## src/rtl/ex_pkg.sv

```systemverilog
// shared types for the execute stage, imported by every module of the stage
package ex_pkg;

  ////////////////////
  // basic words
  ////////////////////

  // operand and result word
  typedef logic [31:0] data_t;

  // regfile write address
  typedef logic [5:0] waddr_t;

  ////////////////////
  // opcodes
  ////////////////////

  // integer alu operators
  typedef enum logic [3:0] {
    ALU_ADD,
    ALU_SUB,
    ALU_AND,
    ALU_OR,
    ALU_XOR,
    ALU_SLL,
    ALU_SRL,
    ALU_SRA,
    ALU_SLT,
    ALU_SLTU,
    ALU_EQ,
    ALU_NE,
    ALU_LT,
    ALU_LTU,
    ALU_GE,
    ALU_GEU
  } alu_op_e;

  // low or high product word
  typedef enum logic {
    MUL_L,
    MUL_H
  } mul_op_e;

  // source of the forwarding data word
  typedef enum logic [1:0] {
    RES_NONE,
    RES_ALU,
    RES_MULT,
    RES_CSR
  } res_sel_e;

  ////////////////////
  // request and port bundles
  ////////////////////

  // alu request from decode, 101 bits
  typedef struct packed {
    logic    enable;
    alu_op_e op;
    data_t   operand_a;
    data_t   operand_b;
    // jump target rides on operand c
    data_t   operand_c;
  } alu_req_t;

  // multiplier request from decode, 68 bits
  typedef struct packed {
    logic       enable;
    mul_op_e    op;
    // bit 0 a signed, bit 1 b signed
    logic [1:0] signed_mode;
    data_t      operand_a;
    data_t      operand_b;
  } mul_req_t;

  // regfile write port, forwarding and write-back
  typedef struct packed {
    logic   we;
    waddr_t waddr;
    data_t  wdata;
  } rf_wport_t;

endpackage

```

## src/rtl/ex_alu.sv

```systemverilog
// combinational integer alu used as one copy of the triplicated alu in the execute stage
`timescale 1ns/1ps

module ex_alu (
  input  ex_pkg::alu_req_t req_i,
  output ex_pkg::data_t    result_o,
  output logic             cmp_o
);

  import ex_pkg::*;

  data_t       op_a;
  data_t       op_b;
  logic [4:0]  shamt;
  logic        lt_s;
  logic        lt_u;
  logic        eq;

  assign op_a  = req_i.operand_a;
  assign op_b  = req_i.operand_b;
  // only the low five bits shift
  assign shamt = op_b[4:0];

  ////////////////////
  // comparator
  ////////////////////

  assign eq   = (op_a == op_b);
  assign lt_s = ($signed(op_a) < $signed(op_b));
  assign lt_u = (op_a < op_b);

  always_comb begin
    case (req_i.op)
      ALU_SLT, ALU_LT:   cmp_o = lt_s;
      ALU_SLTU, ALU_LTU: cmp_o = lt_u;
      ALU_EQ:            cmp_o = eq;
      ALU_NE:            cmp_o = ~eq;
      ALU_GE:            cmp_o = ~lt_s;
      ALU_GEU:           cmp_o = ~lt_u;
      default: begin
        // arithmetic ops never take a branch
        cmp_o = 1'b0;
      end
    endcase
  end

  ////////////////////
  // result mux
  ////////////////////

  always_comb begin
    case (req_i.op)
      ALU_ADD: result_o = op_a + op_b;
      ALU_SUB: result_o = op_a - op_b;
      ALU_AND: result_o = op_a & op_b;
      ALU_OR:  result_o = op_a | op_b;
      ALU_XOR: result_o = op_a ^ op_b;
      ALU_SLL: result_o = op_a << shamt;
      ALU_SRL: result_o = op_a >> shamt;
      ALU_SRA: result_o = data_t'($signed(op_a) >>> shamt);
      default: begin
        // compares give the flag zero-extended
        result_o = {31'b0, cmp_o};
      end
    endcase
  end

endmodule

```

## src/rtl/ex_alu_tmr.sv

```systemverilog
// triplicated alu with a bitwise two-of-three voter, used in place of a single alu
`timescale 1ns/1ps

module ex_alu_tmr (
  input  ex_pkg::alu_req_t req_i,
  output ex_pkg::data_t    result_o,
  output logic             cmp_o
);

  import ex_pkg::*;

  // per copy result and compare flag
  data_t       copy_result [3];
  logic        copy_cmp    [3];

  // compare bit on top, result below
  logic [32:0] copy_vec    [3];
  logic [32:0] voted_vec;

  ////////////////////
  // alu copies
  ////////////////////

  // all copies see the same request
  for (genvar i = 0; i < 3; i++) begin : gen_alu
    ex_alu u_alu (
      .req_i    (req_i),
      .result_o (copy_result[i]),
      .cmp_o    (copy_cmp[i])
    );

    assign copy_vec[i] = {copy_cmp[i], copy_result[i]};
  end

  ////////////////////
  // majority voter
  ////////////////////

  // each bit independently, any single bad copy masked
  // two bad copies in the same bit still win
  assign voted_vec = (copy_vec[0] & copy_vec[1])
                   | (copy_vec[0] & copy_vec[2])
                   | (copy_vec[1] & copy_vec[2]);

  assign cmp_o    = voted_vec[32];
  assign result_o = voted_vec[31:0];

endmodule

```

## src/rtl/ex_mult.sv

```systemverilog
// multiplier of the execute stage, single-cycle low product and multi-cycle high product
`timescale 1ns/1ps

module ex_mult #(
  parameter int MULH_CYCLES = 3
) (
  input  logic             clk,
  input  logic             rst_n,
  input  ex_pkg::mul_req_t req_i,
  input  logic             ex_ready_i,
  output ex_pkg::data_t    result_o,
  output logic             ready_o,
  output logic             multicycle_o
);

  import ex_pkg::*;

  // counter sized for the calc phase
  localparam int CNT_W    = (MULH_CYCLES > 2) ? $clog2(MULH_CYCLES) : 1;
  // calc phase lasts MULH_CYCLES-2 cycles
  localparam int CNT_INIT = (MULH_CYCLES > 2) ? (MULH_CYCLES - 3) : 0;

  typedef enum logic [1:0] {
    IDLE,
    CALC,
    DONE
  } mulh_state_e;

  mulh_state_e        state_q;
  mulh_state_e        state_d;
  logic [CNT_W-1:0]   cnt_q;
  logic [CNT_W-1:0]   cnt_d;

  logic               mulh_start;
  data_t              mul_lo;
  logic signed [32:0] op_a_q;
  logic signed [32:0] op_b_q;
  logic signed [65:0] mulh_prod;

  ////////////////////
  // low product
  ////////////////////

  // low word same for any signedness
  assign mul_lo = req_i.operand_a * req_i.operand_b;

  ////////////////////
  // high product fsm
  ////////////////////

  assign mulh_start = req_i.enable & (req_i.op == MUL_H) & (state_q == IDLE);

  always_comb begin
    state_d = state_q;
    cnt_d   = cnt_q;
    case (state_q)
      IDLE: begin
        if (mulh_start) begin
          cnt_d   = CNT_W'(CNT_INIT);
          // two-cycle latency skips calc
          state_d = (MULH_CYCLES > 2) ? CALC : DONE;
        end
      end
      CALC: begin
        if (cnt_q == '0) begin
          state_d = DONE;
        end else begin
          cnt_d = cnt_q - 1'b1;
        end
      end
      DONE: begin
        // hold result under back-pressure
        if (ex_ready_i) begin
          state_d = IDLE;
        end
      end
      default: state_d = IDLE;
    endcase
  end

  always_ff @(posedge clk or negedge rst_n) begin
    if (!rst_n) begin
      state_q <= IDLE;
      cnt_q   <= '0;
    end else begin
      state_q <= state_d;
      cnt_q   <= cnt_d;
    end
  end

  // operands sign-extended per mode
  always_ff @(posedge clk) begin
    if (mulh_start) begin
      op_a_q <= {req_i.signed_mode[0] & req_i.operand_a[31], req_i.operand_a};
      op_b_q <= {req_i.signed_mode[1] & req_i.operand_b[31], req_i.operand_b};
    end
  end

  assign mulh_prod = op_a_q * op_b_q;

  ////////////////////
  // outputs
  ////////////////////

  // busy from the first mulh cycle until done
  assign ready_o      = ~(mulh_start | (state_q == CALC));
  assign multicycle_o = ~ready_o;
  assign result_o     = (state_q == DONE) ? mulh_prod[63:32] : mul_lo;

endmodule

```

## src/rtl/ex_issue_ctrl.sv

```systemverilog
// result source decode and ex_ready / ex_valid stall logic of the execute stage
`timescale 1ns/1ps

module ex_issue_ctrl (
  input  logic             alu_en_i,
  input  logic             mult_en_i,
  input  logic             csr_access_i,
  input  logic             lsu_en_i,
  input  logic             mult_ready_i,
  input  logic             lsu_ready_ex_i,
  input  logic             wb_ready_i,
  input  logic             branch_in_ex_i,
  output ex_pkg::res_sel_e res_sel_o,
  output logic             ex_ready_o,
  output logic             ex_valid_o
);

  import ex_pkg::*;

  // every unit able to finish this cycle
  logic units_ready;
  logic any_en;

  ////////////////////
  // result source
  ////////////////////

  // csr over mult over alu
  always_comb begin
    if (csr_access_i) begin
      res_sel_o = RES_CSR;
    end else if (mult_en_i) begin
      res_sel_o = RES_MULT;
    end else if (alu_en_i) begin
      res_sel_o = RES_ALU;
    end else begin
      res_sel_o = RES_NONE;
    end
  end

  ////////////////////
  // stall logic
  ////////////////////

  assign units_ready = mult_ready_i & lsu_ready_ex_i & wb_ready_i;
  assign any_en      = alu_en_i | mult_en_i | csr_access_i | lsu_en_i;

  // branches resolve in ex, no wb needed
  assign ex_ready_o = units_ready | branch_in_ex_i;
  // valid does not look at ex_ready
  assign ex_valid_o = any_en & units_ready;

endmodule

```

## src/rtl/ex_writeback.sv

```systemverilog
// forwarding port mux and ex/wb pipeline register feeding the load write port
`timescale 1ns/1ps

module ex_writeback (
  input  logic              clk,
  input  logic              rst_n,
  input  ex_pkg::res_sel_e  res_sel_i,
  input  ex_pkg::data_t     alu_result_i,
  input  ex_pkg::data_t     mult_result_i,
  input  ex_pkg::data_t     csr_rdata_i,
  input  ex_pkg::data_t     lsu_rdata_i,
  input  logic              alu_we_i,
  input  ex_pkg::waddr_t    alu_waddr_i,
  input  logic              rf_we_i,
  input  ex_pkg::waddr_t    rf_waddr_i,
  input  logic              lsu_err_i,
  input  logic              ex_valid_i,
  input  logic              wb_ready_i,
  output ex_pkg::rf_wport_t fw_o,
  output ex_pkg::rf_wport_t wb_o
);

  import ex_pkg::*;

  logic   wb_we_q;
  waddr_t wb_waddr_q;
  logic   load_we;

  ////////////////////
  // forwarding port
  ////////////////////

  always_comb begin
    fw_o.we    = alu_we_i;
    fw_o.waddr = alu_waddr_i;
    case (res_sel_i)
      RES_ALU:  fw_o.wdata = alu_result_i;
      RES_MULT: fw_o.wdata = mult_result_i;
      RES_CSR:  fw_o.wdata = csr_rdata_i;
      default:  fw_o.wdata = '0;
    endcase
  end

  ////////////////////
  // ex/wb register
  ////////////////////

  // faulting loads never write
  assign load_we = rf_we_i & ~lsu_err_i;

  always_ff @(posedge clk or negedge rst_n) begin
    if (!rst_n) begin
      wb_we_q <= 1'b0;
    end else if (ex_valid_i) begin
      // wb_ready implied by ex_valid
      wb_we_q <= load_we;
    end else if (wb_ready_i) begin
      // nothing new, flush the slot
      wb_we_q <= 1'b0;
    end
  end

  // address only moves with a real write
  always_ff @(posedge clk) begin
    if (ex_valid_i && load_we) begin
      wb_waddr_q <= rf_waddr_i;
    end
  end

  // load data arrives straight from the lsu
  assign wb_o.we    = wb_we_q;
  assign wb_o.waddr = wb_waddr_q;
  assign wb_o.wdata = lsu_rdata_i;

endmodule

```

## src/rtl/ex_stage_top.sv

```systemverilog
// execute stage top, joins decode, alu, multiplier and result blocks with the branch outputs
`timescale 1ns/1ps

module ex_stage_top #(
  parameter int MULH_CYCLES = 3
) (
  input  logic              clk,
  input  logic              rst_n,
  input  ex_pkg::alu_req_t  alu_req_i,
  input  ex_pkg::mul_req_t  mul_req_i,
  input  logic              csr_access_i,
  input  logic              lsu_en_i,
  input  logic              lsu_ready_ex_i,
  input  logic              lsu_err_i,
  input  logic              wb_ready_i,
  input  logic              branch_in_ex_i,
  input  logic              alu_we_i,
  input  logic              rf_we_i,
  input  ex_pkg::waddr_t    alu_waddr_i,
  input  ex_pkg::waddr_t    rf_waddr_i,
  input  ex_pkg::data_t     csr_rdata_i,
  input  ex_pkg::data_t     lsu_rdata_i,
  output ex_pkg::rf_wport_t fw_o,
  output ex_pkg::rf_wport_t wb_o,
  output logic              branch_decision_o,
  output ex_pkg::data_t     jump_target_o,
  output logic              mult_multicycle_o,
  output logic              ex_ready_o,
  output logic              ex_valid_o
);

  import ex_pkg::*;

  data_t    alu_result;
  logic     alu_cmp;
  data_t    mult_result;
  logic     mult_ready;
  res_sel_e res_sel;

  ////////////////////
  // decode and stall
  ////////////////////

  ex_issue_ctrl u_issue_ctrl (
    .alu_en_i       (alu_req_i.enable),
    .mult_en_i      (mul_req_i.enable),
    .csr_access_i   (csr_access_i),
    .lsu_en_i       (lsu_en_i),
    .mult_ready_i   (mult_ready),
    .lsu_ready_ex_i (lsu_ready_ex_i),
    .wb_ready_i     (wb_ready_i),
    .branch_in_ex_i (branch_in_ex_i),
    .res_sel_o      (res_sel),
    .ex_ready_o     (ex_ready_o),
    .ex_valid_o     (ex_valid_o)
  );

  ////////////////////
  // execute units
  ////////////////////

  ex_alu_tmr u_alu_tmr (
    .req_i    (alu_req_i),
    .result_o (alu_result),
    .cmp_o    (alu_cmp)
  );

  // ex_ready releases a finished mulh
  ex_mult #(
    .MULH_CYCLES (MULH_CYCLES)
  ) u_mult (
    .clk          (clk),
    .rst_n        (rst_n),
    .req_i        (mul_req_i),
    .ex_ready_i   (ex_ready_o),
    .result_o     (mult_result),
    .ready_o      (mult_ready),
    .multicycle_o (mult_multicycle_o)
  );

  ////////////////////
  // result ports
  ////////////////////

  ex_writeback u_writeback (
    .clk           (clk),
    .rst_n         (rst_n),
    .res_sel_i     (res_sel),
    .alu_result_i  (alu_result),
    .mult_result_i (mult_result),
    .csr_rdata_i   (csr_rdata_i),
    .lsu_rdata_i   (lsu_rdata_i),
    .alu_we_i      (alu_we_i),
    .alu_waddr_i   (alu_waddr_i),
    .rf_we_i       (rf_we_i),
    .rf_waddr_i    (rf_waddr_i),
    .lsu_err_i     (lsu_err_i),
    .ex_valid_i    (ex_valid_o),
    .wb_ready_i    (wb_ready_i),
    .fw_o          (fw_o),
    .wb_o          (wb_o)
  );

  // branch outcome from the voted compare
  assign branch_decision_o = alu_cmp;
  assign jump_target_o     = alu_req_i.operand_c;

endmodule

```

## config.mk

```make
export PLATFORM = sky130hd
export DESIGN_NAME = ex_stage_top
export DESIGN_NICKNAME = d
export VERILOG_FILES = /design/src/rtl/ex_pkg.sv /design/src/rtl/ex_alu.sv /design/src/rtl/ex_alu_tmr.sv /design/src/rtl/ex_mult.sv /design/src/rtl/ex_issue_ctrl.sv /design/src/rtl/ex_writeback.sv /design/src/rtl/ex_stage_top.sv
export SDC_FILE = /design/constraint.sdc
export NUM_CORES = 2
export LEC_CHECK = 0
export ABC_AREA = 1
export BUFFER_PORTS_ARGS = -buffer_cell sky130_fd_sc_hd__buf_2
export CORE_ASPECT_RATIO = 0.5
export CORE_UTILIZATION = 50
export CTS_BUF_LIST = sky130_fd_sc_hd__clkbuf_4
export DETAILED_ROUTE_END_ITERATION = 8
export GPL_TIMING_DRIVEN = 0
export PLACE_DENSITY_LB_ADDON = 0.1
export REMOVE_ABC_BUFFERS = 1
export SETUP_SLACK_MARGIN = 0.15
export SKIP_LAST_GASP = 1
export SYNTH_ARGS = -nofsm -noshare
export SYNTH_HDL_FRONTEND = slang
export SYNTH_SLANG_ARGS = --single-unit
```

## constraint.sdc

```tcl
create_clock -name clk -period 12.5 [get_ports clk]
set_input_delay 2.5 -clock clk [delete_from_list [all_inputs] [get_ports clk]]
set_output_delay 2.5 -clock clk [all_outputs]
set_load 0.05 [all_outputs]
```

# Word level (Yosys, flattened, before mapping)
# Cells that the tools add are included.
# classes
n_mux	16
shifts	3
n_reduce_logical	10
eq_ne	25
bitwise_logic	24
n_lt_le_gt_ge	2
n_mul	2
addsub	3
# ops
cell	n
$pmux W32 S8	1
$pmux W32 S3	1
$or A33 B33 Y33	2
$lt A32 B32 Y1	2
$mul A33 B33 Y64	1
$and A33 B33 Y33	1
$add A32 B32 Y32	1
$and A32 B32 Y32	1
$eq A32 B32 Y1	1
$eq A4 B4 Y1 const B	8
$mul A32 B32 Y32	1
$mux W32	1
$or A32 B32 Y32	1
$shl A32 B5 Y32	1
$shr A32 B5 Y32	1
$sshr A32 B5 Y32	1
$sub A32 B32 Y32	1
$xor A32 B32 Y32	1
$eq A4 B3 Y1 const B	4
$mux W2	7
$and A1 B1 Y1	8
$eq A4 B2 Y1 const B	2
$eq A2 B2 Y1 const B	3
$pmux W1 S6	1
other kinds (16)	33
# totals
ff_bits	77

# Logic depth before layout (Yosys ltp)
# depth
word_depth	9
ltp_mapped	37
mapped_depth_nobuf	35

# Modules after synthesis
# A second synthesis with hierarchy kept.
# unflattened
hier_cells	13795
area_unflattened_um2	90949.7
# modules_own_cells
mod	instances	cells_per_inst	area_per_inst_um2
ex_mult	1	7452	58836.4
ex_alu at u_alu_tmr.gen_alu[1].u_alu	1	1992	10055.9
ex_alu at u_alu_tmr.gen_alu[2].u_alu	1	1994	9930.8
ex_alu at u_alu_tmr.gen_alu[0].u_alu	1	1982	9745.6
ex_writeback	1	202	1387.6
ex_alu_tmr	1	132	701.9
ex_stage_top	1	32	240.2
ex_issue_ctrl	1	9	51.3

# Least setup slack after synthesis
# Ideal clock, no wire load.
# synth_timing
path_kind	input-to-output
from	input mul_req_i[3] (netlist bit)
to	output fw_o[26] (netlist bit)
setup_slack_ns	0.795
n_path_buf	2
t_arrival_ns	9.205
required_ns	10.000
cell_stages	29
cell_sequence	clkbuf_1 buf_1 nand2_1 fa_1 inv_1 fa_1 inv_1 fa_1 inv_1 fa_1 inv_1 fa_1 inv_1 fa_1 fa_1 inv_1 fa_1 inv_1 ha_1 nand2_1 nor4_1 nand4_1 nand3_1 a21o_1 nand2_1 nand3_1 nand3_1 nand3_1 nand3_1
# synth_lines
item	line	text
start: declaration	ex_stage_top.sv:10	input ex_pkg::mul_req_t mul_req_i,
end: declaration	ex_stage_top.sv:23	output ex_pkg::rf_wport_t fw_o,

==> insert_results.sql <==
INSERT INTO impl_metrics (metric_group, metric, value, unit) VALUES
('synthesis', 'post_synth_most_frequent_cells', '2,720 x sky130_fd_sc_hd__inv_1, 2,505 x sky130_fd_sc_hd__nand2_1, 1,534 x sky130_fd_sc_hd__fa_1', ''),
('sta', 'layout_min_cycle_time', '12.16', 'ns'),
('synthesis', 'most_instantiated_library_cell_after_synthesis', 'sky130_fd_sc_hd__inv_1', ''),
('setup_path', 'critPathCaptureType', 'primary output', ''),
('sta', 'hold-worst-slack', '0.531', 'ns'),
('setup_path', 'required_time_worst_endpoint', '10.00', 'ns'),
('die', 'rows', '96', ''),
('setup_path', 'class_of_the_most_critical_setup_path', 'in2out', ''),
('synthesis', 'synthDominantAreaCellType', 'sky130_fd_sc_hd__fa_1', ''),
('global_routing', 'gr-total-overflow', '0', ''),
('synthesis', 'synth.lib_cells_used.distinct', '58', ''),
('synthesis', 'flip_flop_and_latch_count_after_synthesis', '77', ''),
('sta', 'worstMarginPinSlew', '1.45', 'ns'),
('drt', 'dr_total_vias', '59600', ''),
('synthesis', 'yosysWarningCount', '0', ''),
('synthesis', 'synth_area_leaders', 'sky130_fd_sc_hd__fa_1 44%, sky130_fd_sc_hd__inv_1 15%, sky130_fd_sc_hd__nand2_1 14%', ''),
('setup_path', 'cpPeakStageDelay', '0.54', 'ns'),
('clock_tree', 'clock_tree.buffer_depth', '2', ''),
('setup_path', 'setup.worst_path.start_class', 'input port', ''),
('drt', 'detail_route.drc_violations', '2', ''),
('setup_path', 'crit_slowest_cell', 'sky130_fd_sc_hd__fa_1', ''),
('clock_tree', 'tritoncts', 'built', ''),
('sta', 'report.final.slew_viol_count', '0', ''),
('setup_path', 'reg2reg_setup_slack', '9.82', 'ns'),
('die', 'placeableCoreArea', '137000', 'µm²'),
('synthesis', 'synthFlopType', 'sky130_fd_sc_hd__edfxtp_1', ''),
('finish', 'area_delta_synth_final', '6.23', '%'),
('setup_path', 'worstReg2RegStart', 'u_mult.state_q[0]', ''),
('setup_path', 'worst-path-max-fanout', '14', ''),
('run_status', 'outcome', 'complete, but fails checks', ''),
('placement', 'place_inst', '11100', ''),
('global_routing', 'number_of_antenna_violations_at_the_first_check_in_global_routing', '9', ''),
('global_routing', 'overall_routing_resource_usage', '35.2', '%'),
('sta', 'setup_viol', '0', ''),
('min_path', 'worstHoldPathType', 'reg2reg', ''),
('sta', 'timing.setup.tns', '0', 'ns'),
('die', 'fp.dieW', '528', 'µm'),
('die', 'initial_core_util', '50.4', '%'),
('die', 'floorplan.io_pins', '369', ''),
('placement', 'place_congestion', '1.00', ''),
('setup_path', 'reg2reg_to', 'u_mult.state_q[1]', ''),
('global_routing', 'grt_first_pass_wirelength', '371', 'mm'),
('drt', 'detail_route.iter0.violations', '5589', ''),
('clock_tree', 'cts.sink_count', '77', ''),
('die', 'fp.dieArea', '140000', 'µm²'),
('global_routing', 'grt_start_max_net_pins', '72', ''),
('clock_tree', 'clock_latency', '0.51', 'ns'),
('setup_path', 'timing.critical_path.from', 'mul_req_i[52]', ''),
('die', 'dieHeight', '265', 'µm'),
('sta', 'final.setup_skew', '0.0280', 'ns'),
('synthesis', 'cell_area_after_synthesis', '69200', 'µm²'),
('placement', 'dp_hpwl', '206', 'mm'),
('sta', 'hold_viol_final', '0', ''),
('synthesis', 'synth-edff-count', '72', ''),
('finish', 'finalNonFillerCells', '11100', ''),
('drt', 'drt_first_pass_iters', '8', ''),
('synthesis', 'synth.avg_cell_area', '7.32', 'µm²'),
('drt', 'route.detailed.vias_per_inst', '5.35', ''),
('setup_path', 'worst_ep_arrival_time', '9.66', 'ns'),
('finish', 'nets', '11500', ''),
('drt', 'postRouteWirelength', '241', 'mm'),
('clock_tree', 'root_buffer', 'sky130_fd_sc_hd__clkbuf_4', ''),
('synthesis', 'synth.yosys.seq_area_share', '3.31', '%'),
('synthesis', 'postSynthCellCount', '9456', ''),
('placement', 'io_buffer_count', '226', ''),
('synthesis', 'asyncSetResetFlopFracSynth', '6.49', '%'),
('flow_run', 'number_of_max_cap_violations', '0', ''),
('min_path', 'hold-path-cell-count', '2', ''),
('run_status', 'violations_in_the_final_reports', 'DRC', ''),
('sta', 'post-route-period-util', '97.3', '%'),
('global_routing', 'first_global_vias', '60200', '');
## cell usage in the layout (no fill, tap or decap), types with 25 or more instances in the layout
cell | netlist | final
sky130_fd_sc_hd__nor3_1 | 35 | 33
sky130_fd_sc_hd__o21ai_0 | 305 | 300
sky130_fd_sc_hd__o211ai_1 | 36 | 36
sky130_fd_sc_hd__o21ai_1 | 34 | 37
sky130_fd_sc_hd__fa_1 | 1534 | 1531
sky130_fd_sc_hd__edfxtp_1 | 72 | 72
sky130_fd_sc_hd__buf_2 | 56 | 185
sky130_fd_sc_hd__nor2_1 | 329 | 324
sky130_fd_sc_hd__a21oi_1 | 287 | 282
sky130_fd_sc_hd__nand3_1 | 270 | 267
sky130_fd_sc_hd__ha_1 | 428 | 425
sky130_fd_sc_hd__xor2_1 | 26 | 26
sky130_fd_sc_hd__buf_16 | 0 | 85
sky130_fd_sc_hd__nand2_1 | 2505 | 2505
sky130_fd_sc_hd__inv_1 | 2720 | 2718
sky130_fd_sc_hd__o22ai_1 | 25 | 25
sky130_fd_sc_hd__nand4_1 | 41 | 41
## worst min path at each step
stage	from	to	slack, ns
global placement	u_writeback.wb_we_q	u_writeback.wb_we_q	0.52
floorplan	u_mult.cnt_q[0]	u_mult.cnt_q[0]	0.50
global route	u_writeback.wb_we_q	u_writeback.wb_we_q	0.58
detailed placement	u_writeback.wb_we_q	u_writeback.wb_we_q	0.51
finish	u_writeback.wb_we_q	u_writeback.wb_we_q	0.53
CTS	u_writeback.wb_we_q	u_writeback.wb_we_q	0.53
## registers in the layout, summed over array words and instances, names as in the netlist
signal / cells
u_mult.op_a_q: 33
u_writeback.wb_waddr_q: 6
u_mult.cnt_q: 2
u_mult.state_q: 2
u_mult.op_b_q: 33
u_writeback.wb_we_q: 1
## cell families after synthesis
kind of cell               synth area share, %
AOI/OAI and AO/OA                         6.85
xor gates and xnor gates                 0.620
adders and majority gates                 52.1
buffers and inverters                     18.4
DFF                                       3.31
muxes                                    0.174
and+or+nand+nor                           18.5
## timing repair
item	in CTS	in global routing
cloned	0	0
gates resized for setup	41	66
setup buffers	11	11
hold endpoints to repair	0	0
pin swaps	0	6
endpoints found under the setup margin	15	13
hold buffers	0	0
## final cells by class
cell class / instances / area, µm²
antenna: 6 / 15.0
timing repair buffer: 348 / 4140
clock inverter: 7 / 67.6
clock buffer: 9 / 67.6
fill: 13700 / 63700
sequential: 77 / 2290
tap: 1862 / 2330
inverter: 2734 / 10300
multi-input combinational: 6103 / 54300
## layer usage
metal	track usage [%]	wire length, µm
met1	52.3	107000
met2	51.6	101000
met3	7.60	25500
met4	9.35	7320
met5	2.09	430
## stage by stage
step	setup slack [ns]	cell area, µm²
final	0.336	73500
after floorplan	1.30	66700
after detailed placement	-0.437	72700
after global placement	-0.769	70200
after global routing	0.0612	73500
after CTS	0.115	73100
## worst max-delay path, delay by kind of cell
kind	cells	cell delay [ns]
adders and majority gates	9	4.45
buffers and inverters	10	1.01
AOI/OAI and AO/OA	4	0.93
and+or+nand+nor	6	0.77
Power is not shown: default switching activity piles up to over one toggle a cycle in this logic, so the estimate is an artifact.
